## src/rtl/nnPkg.sv

```systemverilog
package nnPkg;

	typedef logic signed [7:0] act_t; // 6 fraction bits
	typedef logic signed [7:0] weight_t; // same scale as act_t
	typedef logic signed [15:0] product_t;
	typedef logic signed [15:0] bias_t; // product scale, 12 fraction bits
	typedef logic signed [22:0] accum_t;
	typedef logic [7:0] axiAddr_t;
	typedef logic [31:0] axiData_t;

	localparam int L1_IN = 15;
	localparam int L1_OUT = 8;
	localparam int L2_OUT = 4;

	// input register, accumulator register, output register
	localparam int LAYER_LATENCY = 3;

	localparam axiAddr_t ADDR_IN_BASE = 8'h00; // 0x00 .. 0x38
	localparam axiAddr_t ADDR_CTRL = 8'h40; // bit 0 starts an inference
	localparam axiAddr_t ADDR_STATUS = 8'h44; // bit 0 done, bit 1 busy
	localparam axiAddr_t ADDR_RES_BASE = 8'h80; // 0x80 .. 0x8C

	localparam logic [1:0] RESP_OKAY = 2'b00;

	// entry [n*L1_IN + i] is the weight of input i into neuron n
	localparam weight_t [0:L1_OUT*L1_IN-1] L1_WEIGHTS = {
		8'sd23, -8'sd41, 8'sd7, 8'sd56, -8'sd12, 8'sd33, -8'sd5, 8'sd18, // neuron 0
		-8'sd47, 8'sd29, 8'sd11, -8'sd38, 8'sd4, 8'sd52, -8'sd19,
		-8'sd31, 8'sd14, 8'sd45, -8'sd8, 8'sd27, -8'sd53, 8'sd36, 8'sd2, // neuron 1
		8'sd19, -8'sd24, 8'sd61, -8'sd15, 8'sd9, -8'sd44, 8'sd30,
		8'sd48, 8'sd6, -8'sd27, 8'sd39, -8'sd58, 8'sd13, -8'sd3, 8'sd25, // neuron 2
		8'sd35, -8'sd11, -8'sd42, 8'sd57, 8'sd21, -8'sd7, -8'sd34,
		-8'sd9, 8'sd50, 8'sd17, -8'sd36, 8'sd3, 8'sd44, -8'sd26, 8'sd59, // neuron 3
		-8'sd13, 8'sd40, -8'sd49, 8'sd8, 8'sd31, 8'sd22, -8'sd55,
		8'sd12, -8'sd33, -8'sd60, 8'sd26, 8'sd41, -8'sd17, 8'sd54, -8'sd2, // neuron 4
		8'sd28, -8'sd46, 8'sd15, 8'sd37, -8'sd21, 8'sd5, 8'sd43,
		8'sd62, 8'sd20, -8'sd15, -8'sd45, 8'sd10, 8'sd31, -8'sd39, 8'sd47, // neuron 5
		-8'sd6, 8'sd16, 8'sd27, -8'sd52, 8'sd38, -8'sd30, 8'sd1,
		-8'sd22, -8'sd57, 8'sd34, 8'sd9, -8'sd40, 8'sd58, 8'sd24, -8'sd18, // neuron 6
		8'sd49, 8'sd3, -8'sd35, 8'sd14, -8'sd63, 8'sd46, 8'sd11,
		8'sd37, -8'sd4, 8'sd51, -8'sd29, 8'sd60, -8'sd10, -8'sd48, 8'sd32, // neuron 7
		8'sd7, -8'sd59, 8'sd23, 8'sd42, -8'sd16, 8'sd55, -8'sd25
	};

	localparam bias_t [0:L1_OUT-1] L1_BIASES = {
		16'sd256, -16'sd512, 16'sd0, 16'sd1024,
		-16'sd1280, 16'sd640, -16'sd128, 16'sd384
	};

	// entry [n*L1_OUT + i], hidden outputs are never negative
	localparam weight_t [0:L2_OUT*L1_OUT-1] L2_WEIGHTS = {
		8'sd40, -8'sd35, 8'sd22, 8'sd51, -8'sd18, 8'sd9, -8'sd44, 8'sd30,
		-8'sd27, 8'sd48, -8'sd12, 8'sd19, 8'sd57, -8'sd50, 8'sd14, -8'sd6,
		8'sd15, 8'sd26, -8'sd58, -8'sd9, 8'sd33, 8'sd44, 8'sd21, -8'sd39,
		-8'sd46, -8'sd13, 8'sd37, 8'sd62, -8'sd24, 8'sd8, -8'sd31, 8'sd53
	};

	localparam bias_t [0:L2_OUT-1] L2_BIASES = {
		-16'sd256, 16'sd512, 16'sd128, -16'sd768
	};

endpackage

```

## src/rtl/axiLiteRegs.sv

```systemverilog
`timescale 1ns/100ps

module axiLiteRegs import nnPkg::*; #(
	parameter int NUM_IN = L1_IN,
	parameter int NUM_RES = L2_OUT
) (
	input logic clk,
	input logic reset,

	input axiAddr_t awaddr,
	input logic awvalid,
	output logic awready,
	input axiData_t wdata,
	input logic wvalid,
	output logic wready,

	output logic [1:0] bresp,
	output logic bvalid,
	input logic bready,

	input axiAddr_t araddr,
	input logic arvalid,
	output logic arready,
	output axiData_t rdata,
	output logic [1:0] rresp,
	output logic rvalid,
	input logic rready,

	output act_t [NUM_IN-1:0] inAct,
	output logic startValid,
	input act_t [NUM_RES-1:0] resAct,
	input logic resValid
);

	localparam int IN_IDX_W = $clog2(NUM_IN);
	localparam int RES_IDX_W = $clog2(NUM_RES);
	localparam int MAX_IN_FLIGHT = 2 * LAYER_LATENCY; // both layers full
	localparam int CNT_W = $clog2(MAX_IN_FLIGHT + 1);
	localparam axiAddr_t IN_SPAN = axiAddr_t'(4 * NUM_IN);
	localparam axiAddr_t RES_SPAN = axiAddr_t'(4 * NUM_RES);

	act_t [NUM_IN-1:0] inReg;
	act_t [NUM_RES-1:0] resReg;
	logic done;
	logic busy;
	logic [CNT_W-1:0] inFlight;

	logic wrEn;
	logic startWr;
	axiAddr_t wrInOff;
	logic wrInHit;

	logic rdEn;
	axiAddr_t rdInOff;
	axiAddr_t rdResOff;
	logic rdInHit;
	logic rdResHit;
	act_t rdInVal;
	act_t rdResVal;
	axiData_t rdWord;

	assign wrEn = awready && awvalid && wvalid;
	assign startWr = wrEn && awaddr == ADDR_CTRL && wdata[0];
	assign wrInOff = awaddr - ADDR_IN_BASE;
	assign wrInHit = wrInOff < IN_SPAN && wrInOff[1:0] == 2'b00;

	always_ff @(posedge clk)
	begin
		if (reset)
		begin
			awready <= 1'b0;
			wready <= 1'b0;
			bvalid <= 1'b0;
		end
		else
		begin
			// single accept pulse, held off while a response is pending
			awready <= awvalid && wvalid && !bvalid && !awready;
			wready <= awvalid && wvalid && !bvalid && !awready;
			if (wrEn)
				bvalid <= 1'b1;
			else if (bready)
				bvalid <= 1'b0;
		end
	end

	assign bresp = RESP_OKAY;

	always_ff @(posedge clk)
	begin
		if (reset)
			inReg <= '0;
		else if (wrEn && wrInHit)
			inReg[wrInOff[IN_IDX_W+1:2]] <= act_t'(wdata[7:0]); // full-word write
	end

	assign inAct = inReg;

	always_ff @(posedge clk)
	begin
		if (reset)
		begin
			startValid <= 1'b0;
			done <= 1'b0;
			inFlight <= '0;
		end
		else
		begin
			startValid <= startWr;
			if (startWr)
				done <= 1'b0; // a fresh start wins over a completion
			else if (resValid)
				done <= 1'b1;
			if (startWr && !resValid)
				inFlight <= inFlight + 1'b1;
			else if (resValid && !startWr)
				inFlight <= inFlight - 1'b1;
		end
	end

	assign busy = inFlight != '0;

	always_ff @(posedge clk)
	begin
		if (reset)
			resReg <= '0;
		else if (resValid)
			resReg <= resAct;
	end

	assign arready = !rvalid;
	assign rdEn = arvalid && arready;
	assign rdInOff = araddr - ADDR_IN_BASE;
	assign rdResOff = araddr - ADDR_RES_BASE;
	assign rdInHit = rdInOff < IN_SPAN && rdInOff[1:0] == 2'b00;
	assign rdResHit = rdResOff < RES_SPAN && rdResOff[1:0] == 2'b00;
	assign rdInVal = inReg[rdInOff[IN_IDX_W+1:2]];
	assign rdResVal = resReg[rdResOff[RES_IDX_W+1:2]];

	always_comb
	begin
		rdWord = '0; // unmapped and control read as zero
		if (rdInHit)
			rdWord = {{24{rdInVal[7]}}, rdInVal}; // sign-extended
		else if (rdResHit)
			rdWord = {24'd0, rdResVal}; // zero-extended
		else if (araddr == ADDR_STATUS)
			rdWord = {30'd0, busy, done};
	end

	always_ff @(posedge clk)
	begin
		if (reset)
		begin
			rvalid <= 1'b0;
			rdata <= '0;
		end
		else if (rdEn)
		begin
			rvalid <= 1'b1;
			rdata <= rdWord; // stays put until rready
		end
		else if (rready)
			rvalid <= 1'b0;
	end

	assign rresp = RESP_OKAY;

endmodule

```

## config.mk

```make
export PLATFORM = sky130hd
export DESIGN_NAME = axiLiteRegs
export DESIGN_NICKNAME = d
export VERILOG_FILES = /design/src/rtl/nnPkg.sv /design/src/rtl/axiLiteRegs.sv
export SDC_FILE = /design/constraint.sdc
export NUM_CORES = 1
export LEC_CHECK = 0
export BUFFER_PORTS_ARGS = -buffer_cell sky130_fd_sc_hd__buf_4
export CORE_MARGIN = 10
export CORE_UTILIZATION = 45
export CTS_BUF_LIST = sky130_fd_sc_hd__clkbuf_8
export CTS_CLUSTER_DIAMETER = 30
export DETAILED_ROUTE_END_ITERATION = 16
export HOLD_SLACK_MARGIN = 0.12
export PLACE_DENSITY = 0.72
export SLEW_MARGIN = 20
export SYNTH_ARGS = -nofsm -noshare
export SYNTH_HDL_FRONTEND = slang
export SYNTH_SLANG_ARGS = --single-unit
```

## constraint.sdc

```tcl
create_clock -name clk -period 6.4 [get_ports clk]
set_input_delay 0.96 -clock clk [delete_from_list [all_inputs] [get_ports clk]]
set_output_delay 0.96 -clock clk [all_outputs]
set_load 0.02 [all_outputs]
```

==> results of run 1 <==
[layer usage]
layer  vias to the layer above  GRT usage, %  share of wire [%]
met5                         -             0                  0
met4                         0          7.31                2.3
met3                        35          6.50                8.4
met2                       208          32.0                 47
met1                      2955          25.2                 43
li1                       2917             -                  -
[layout by cell type, fill, tap and decap left out, drive strengths merged, types with 4 or more instances in the layout]
master	n
buf	223
dfxtp	169
nor2	156
mux2i	153
mux4	32
nand2	24
a21oi	19
clkbuf	18
nand4	13
o211ai	12
inv	9
a311oi	7
nor3	7
nor2b	6
nand3b	6
mux2	6
clkinv	6
a211oi	4
conb	4
[logic make-up after synthesis]
kind of cell / after synthesis / share of synthesized area [%]
simple gates: 236 / 14.9
buf+inv: 88 / 6.06
fa+ha+maj: 2 / 0.419
xor+xnor: 2 / 0.226
flops: 169 / 43.6
other cells: 1 / 0.0483
compound gates: 52 / 4.77
mux: 191 / 30.0
[registers in the layout, indices dropped and copies added, names as in the netlist]
name	flops
bvalid	1
done	1
inAct	120
inFlight	3
rdata	9
resReg	32
rvalid	1
startValid	1
wready	1
[power groups by stage]
stage / Sequential (mW) / Combinational (mW) / Clock [mW]
3_5_place_dp: 1.11 / 0.208 / 0
4_1_cts: 1.08 / 0.208 / 0.772
6_report: 1.08 / 0.207 / 0.757
2_1_floorplan: 1.11 / 0.134 / 0
5_1_grt: 1.09 / 0.223 / 0.817
3_3_place_gp: 1.11 / 0.206 / 0
[cell type report]
| type | count | area share, % |
|---|---|---|
| antenna | 1 | 0.0259 |
| clock inverter | 12 | 1.40 |
| sequential | 169 | 35.0 |
| clock buffer | 18 | 2.56 |
| timing repair buffer | 223 | 17.3 |
| tap | 220 | 2.85 |
| inverter | 7 | 0.272 |
| multi-input combinational | 487 | 40.5 |
[through the flow]
step                instances  instance area, um^2  total power, mW
floorplan                 744                 7770             1.24
global placement         1106                 9280             1.31
detailed placement       1106                 9280             1.32
CTS                      1136                 9660             2.06
global route             1137                 9660             2.13
finish                   1137                 9660             2.05
[how the worst min path moves through the flow]
| stage | start | slack [ns] | to | cells past startpoint |
|---|---|---|---|---|
| 4_1_cts | bvalid | 0.46 | wready | 1 |
| 6_report | bvalid | 0.45 | wready | 1 |
| 3_3_place_gp | bvalid | 0.44 | wready | 1 |
| 3_5_place_dp | bvalid | 0.45 | wready | 1 |
| 5_1_grt | bvalid | 0.48 | wready | 1 |
| 2_1_floorplan | done | 0.45 | done | 2 |
==> out/results.ini, run 1 <==
[run_status]
outcome = complete, no violations

[synth]
synth_area_leaders = dfxtp_1 (44%), mux2i_1 (20%), mux4_2 (8.7%)
synth_warnings = 0
synth_async_sr_flop_share_pct = 0
synth_top_cell_area_share_pct = 43.6
avgSynthCellArea_um2 = 10.5
ys_ff_latch = 169
netlist_instances = 741
synth-edff-count = 0
synth_most_common_cell = dfxtp_1
synth.largest_area_cell = dfxtp_1
synthFlopType = dfxtp_1
synth_common_cells = dfxtp_1 (169), nor2_1 (156), mux2i_1 (153)
synth_area_um2 = 7760
ys_seq_area_share_pct = 43.6
synth_cell_types = 48

[floorplanning]
rows = 47
coreArea_um2 = 16800
ios = 250
initial_core_util_pct = 46.3
dieArea_um2 = 22900
die_w_um = 151
die_h_um = 151

[timing]
clock.fmax_mhz = 303
tns_ns = 0
timing.final.crit_period_ns = 3.30
setup_viol = 0
hold_viol = 0
setup_ws_ns = 3.10
post-route-period-util_pct = 51.6
slew_violations = 0
slew_headroom_pct = 39.5
rsz0062_at_grt = no
worst_clock_skew_ns = 0.0134
timing.hold.ws_ns = 0.453
worst_slew_pin_slew_ns = 0.907

[cts]
clockBufferDepth = 2
cts_buffers = 17
hold_buffers = 0
ctsHtreeMaxLevel = 4
cts_tree = done
worstSkewPairLatency_ns = 0.45
clock-sinks = 169
cts.clk_slew.worst_paths_ns = 0.08
post-cts-setup-buffers = 0
cts_resized = 0
clockRootBuffer = clkbuf_8

[critical_path]
required_ns = 6.77
r2r_start = wready
path_cells = buf_4 > and3_1 > nand3_1 > nor4_1 > ha_1 > inv_1 > fa_1 > xor2_1 > or3_1 > a21oi_1
reg2reg_to = inFlight[2]
cpPeakStageDelay_ns = 0.69
cp_slowest_cell = and3_1
cp-startpoint = awvalid
crit_arrival_ns = 3.67
r2r_slack_ns = 3.29
worst-path-buf-inv = 2
path_depth = 10
worst-path-max-fanout = 18
crit_family = simple AND/OR/NAND/NOR gates
crit_type = in -> reg
cp-start-kind = primary input
r2r_cells = 9
critPathCapture = inFlight[2]
endpoint_kind = register

[global_routing]
grt_usage_pct = 20.2
antenna_found_initial = 1
grt-ovfl-total = 0
grt_pass1_wl_mm = 35.3
grt_pass1_vias = 6005
grt_max_degree = 87

[pwr]
clkPwrFrac_pct = 37.0
ir_worst_vdd_uv = 150
power_switching_mw = 0.506
internal-power_mw = 1.54
combPwrFrac_pct = 10.1
swShare_pct = 24.7
powerDensity_nw_per_um2 = 212
power_frac_seq_pct = 52.9
p_leak_nw = 4.82

[placed_design]
dpl_worst_slack_ns = 2.68
hpwl_mm = 17.4
io_buffers = 221
gp_congestion = 0.803

[worst_hold_path]
hp-class = reg -> reg

[routing]
post-route-drc-count = 0
wl_per_cell_um = 20.8
routed_wl_mm = 23.6
dr.pass1.iters = 4
ant_nets = 0
via_per_inst = 5.38
route.vias.total = 6115
drt_first_iter_violations = 354

[finish]
fin_util_pct = 57.6
area_growth_pct = 24.5
register_area_um2 = 3380
nets = 995
drive_above_1_share_pct = 33.5
multi_input_area_um2 = 3920
fillers = 1525

[flow_run]
drv_cap = 0

Power figures use the tool's default switching activity.
==> inputs of run 2 (changes only) <==
--- a/config.mk
+++ b/config.mk
@@ -12,7 +12,7 @@
 export CTS_CLUSTER_DIAMETER = 30
 export DETAILED_ROUTE_END_ITERATION = 16
 export HOLD_SLACK_MARGIN = 0.12
-export PLACE_DENSITY = 0.72
+export PLACE_DENSITY = 0.75
 export SLEW_MARGIN = 20
 export SYNTH_ARGS = -nofsm -noshare
 export SYNTH_HDL_FRONTEND = slang
==> constraint.sdc (replaced) <==
create_clock -name clk -period 2.8 [get_ports clk]
set_input_delay 0.42 -clock clk [delete_from_list [all_inputs] [get_ports clk]]
set_output_delay 0.42 -clock clk [all_outputs]
set_load 0.02 [all_outputs]
==> run 2 against run 1 <==
  * Critical path depth fell by 1
  * Sequential share of layout area fell by 0.57 points
  * Worst hold slack got worse by 0.27 ns
  * Via count rose by 0.39%
  * First-iteration DRC count rose by 19%
  * Non-clock buffer count rose by 9
  * Register-to-register slack got worse by 3.0 ns
  * Clock power rose to 2.6 times the previous value
  * Critical path type is now reg -> reg
  * Highest routed layer unchanged
==> out/results.ini, run 2 (same netlist as run 1, synthesis figures left out) <==
[cts]
clock-sinks = 169
hold_buffers = 0
cts.clk_slew.worst_paths_ns = 0.10
cts_tree = done
ctsHtreeMaxLevel = 4
worstSkewPairLatency_ns = 0.47
cts_buffers = 17
clockBufferDepth = 2
clockRootBuffer = clkbuf_8
post-cts-setup-buffers = 0
cts_resized = 0

[placed_design]
io_buffers = 221
gp_congestion = 0.824
place_area_um2 = 9360
hpwl_mm = 17.9
dp_cells = 1115
dpl_worst_slack_ns = 0.0856

[routing]
ant_nets = 0
wl_per_cell_um = 20.9
via_per_inst = 5.35
route.vias.total = 6139
drt_first_iter_violations = 420
routed_wl_mm = 24.0
post-route-drc-count = 0
dr.pass1.iters = 5

[timing]
worst_slew_pin_slew_ns = 0.783
slew_headroom_pct = 47.8
tns_ns = 0
rsz0062_at_grt = no
clock.fmax_mhz = 404
post-route-period-util_pct = 88.4
timing.hold.ws_ns = 0.186
worst_clock_skew_ns = 0.0135
setup_ws_ns = 0.324
hold_viol = 0
slew_violations = 0
timing.final.crit_period_ns = 2.48
setup_viol = 0

[floorplanning]
initial_core_util_pct = 46.3
coreArea_um2 = 16800
dieArea_um2 = 22900
ios = 250
die_h_um = 151
rows = 47
die_w_um = 151

[finish]
finalNonFillerCells = 1148
largest_reg_flops = 120
fin_util_pct = 58.6
area_growth_pct = 26.6
fin_area_um2 = 9820
drive_above_1_share_pct = 34.3
final_common_cell = buf_4
layout_common_cells = buf_4 (231), dfxtp_1 (169), nor2_1 (156), mux2i_1 (153), mux4_2 (30)
nets = 1004

[global_routing]
grt_pass1_vias = 6217
grt_usage_pct = 20.7
grt_max_degree = 93
antenna_found_initial = 0
grt-ovfl-total = 0
grt_pass1_wl_mm = 36.0

[pwr]
ir_worst_vdd_uv = 286
total_power_mw = 4.95
p_leak_nw = 4.90
powerDensity_nw_per_um2 = 505

[critical_path]
crit_type = reg -> reg
endpoint_kind = register
required_ns = 3.21
worst-path-max-fanout = 4
cp-start-kind = register
crit_arrival_ns = 2.89
r2r_slack_ns = 0.32

[run_status]
outcome = complete, no violations

[flow_run]
drv_cap = 0

[worst_hold_path]
hp-class = in -> reg

-- run 2: changes by cell type in the layout (fill, tap and decap cells not counted), sizes merged --
| cell | previous run | this run |
|---|---|---|
| buf | 223 | 232 |
| clkinv | 6 | 3 |
| bufinv | 3 | 5 |
| clkbuf | 18 | 19 |
| clkinvlp | 1 | 2 |
| inv | 9 | 10 |
-- run 2: worst paths after layout --
check                                from          end  depth (start not counted)
worst max-delay path               wready  inFlight[2]                          9
worst min-delay path            resAct[4]    resReg[4]                          3
worst max register to register     wready  inFlight[2]                          9
worst min register to register  inAct[96]    inAct[96]                          2
-- run 2: routing by layer --
| layer | vias to the layer above | share of wire [%] | GRT usage, % |
|---|---|---|---|
| met3 | 29 | 8.1 | 6.53 |
| met1 | 2988 | 43 | 25.7 |
| met4 | 0 | 2.0 | 7.27 |
| met2 | 191 | 47 | 33.1 |
| li1 | 2931 | - | - |
| met5 | - | 0 | 0 |
-- run 2: worst max-delay path, stage by stage, from the launching register on --
cell and delay, ns:
dfxtp_1 0.38, and3_1 0.21, nand3_1 0.07, nor4_1 0.45, ha_1 0.28, inv_1 0.06
fa_1 0.37, xor2_1 0.16, or3_1 0.30, a21oi_1 0.14
-- run 2: power breakdown --
| part | internal, mW | total (mW) | switching [mW] |
|---|---|---|---|
| sequential | 2.44 | 2.48 | 0.0316 |
| clock | 1.10 | 1.99 | 0.890 |
| combinational | 0.205 | 0.485 | 0.280 |
| total | 3.75 | 4.95 | 1.20 |
-- run 2: area by class of cell --
class | instances | area (um^2)
diodes | 1 | 2.50
well taps | 220 | 275
clock inverters | 13 | 200
inverters | 7 | 26.3
multi-input cells | 487 | 3920
fillers | 1451 | 6940
repair buffers | 232 | 1750
clock buffers | 19 | 262
flip-flops and latches | 169 | 3380
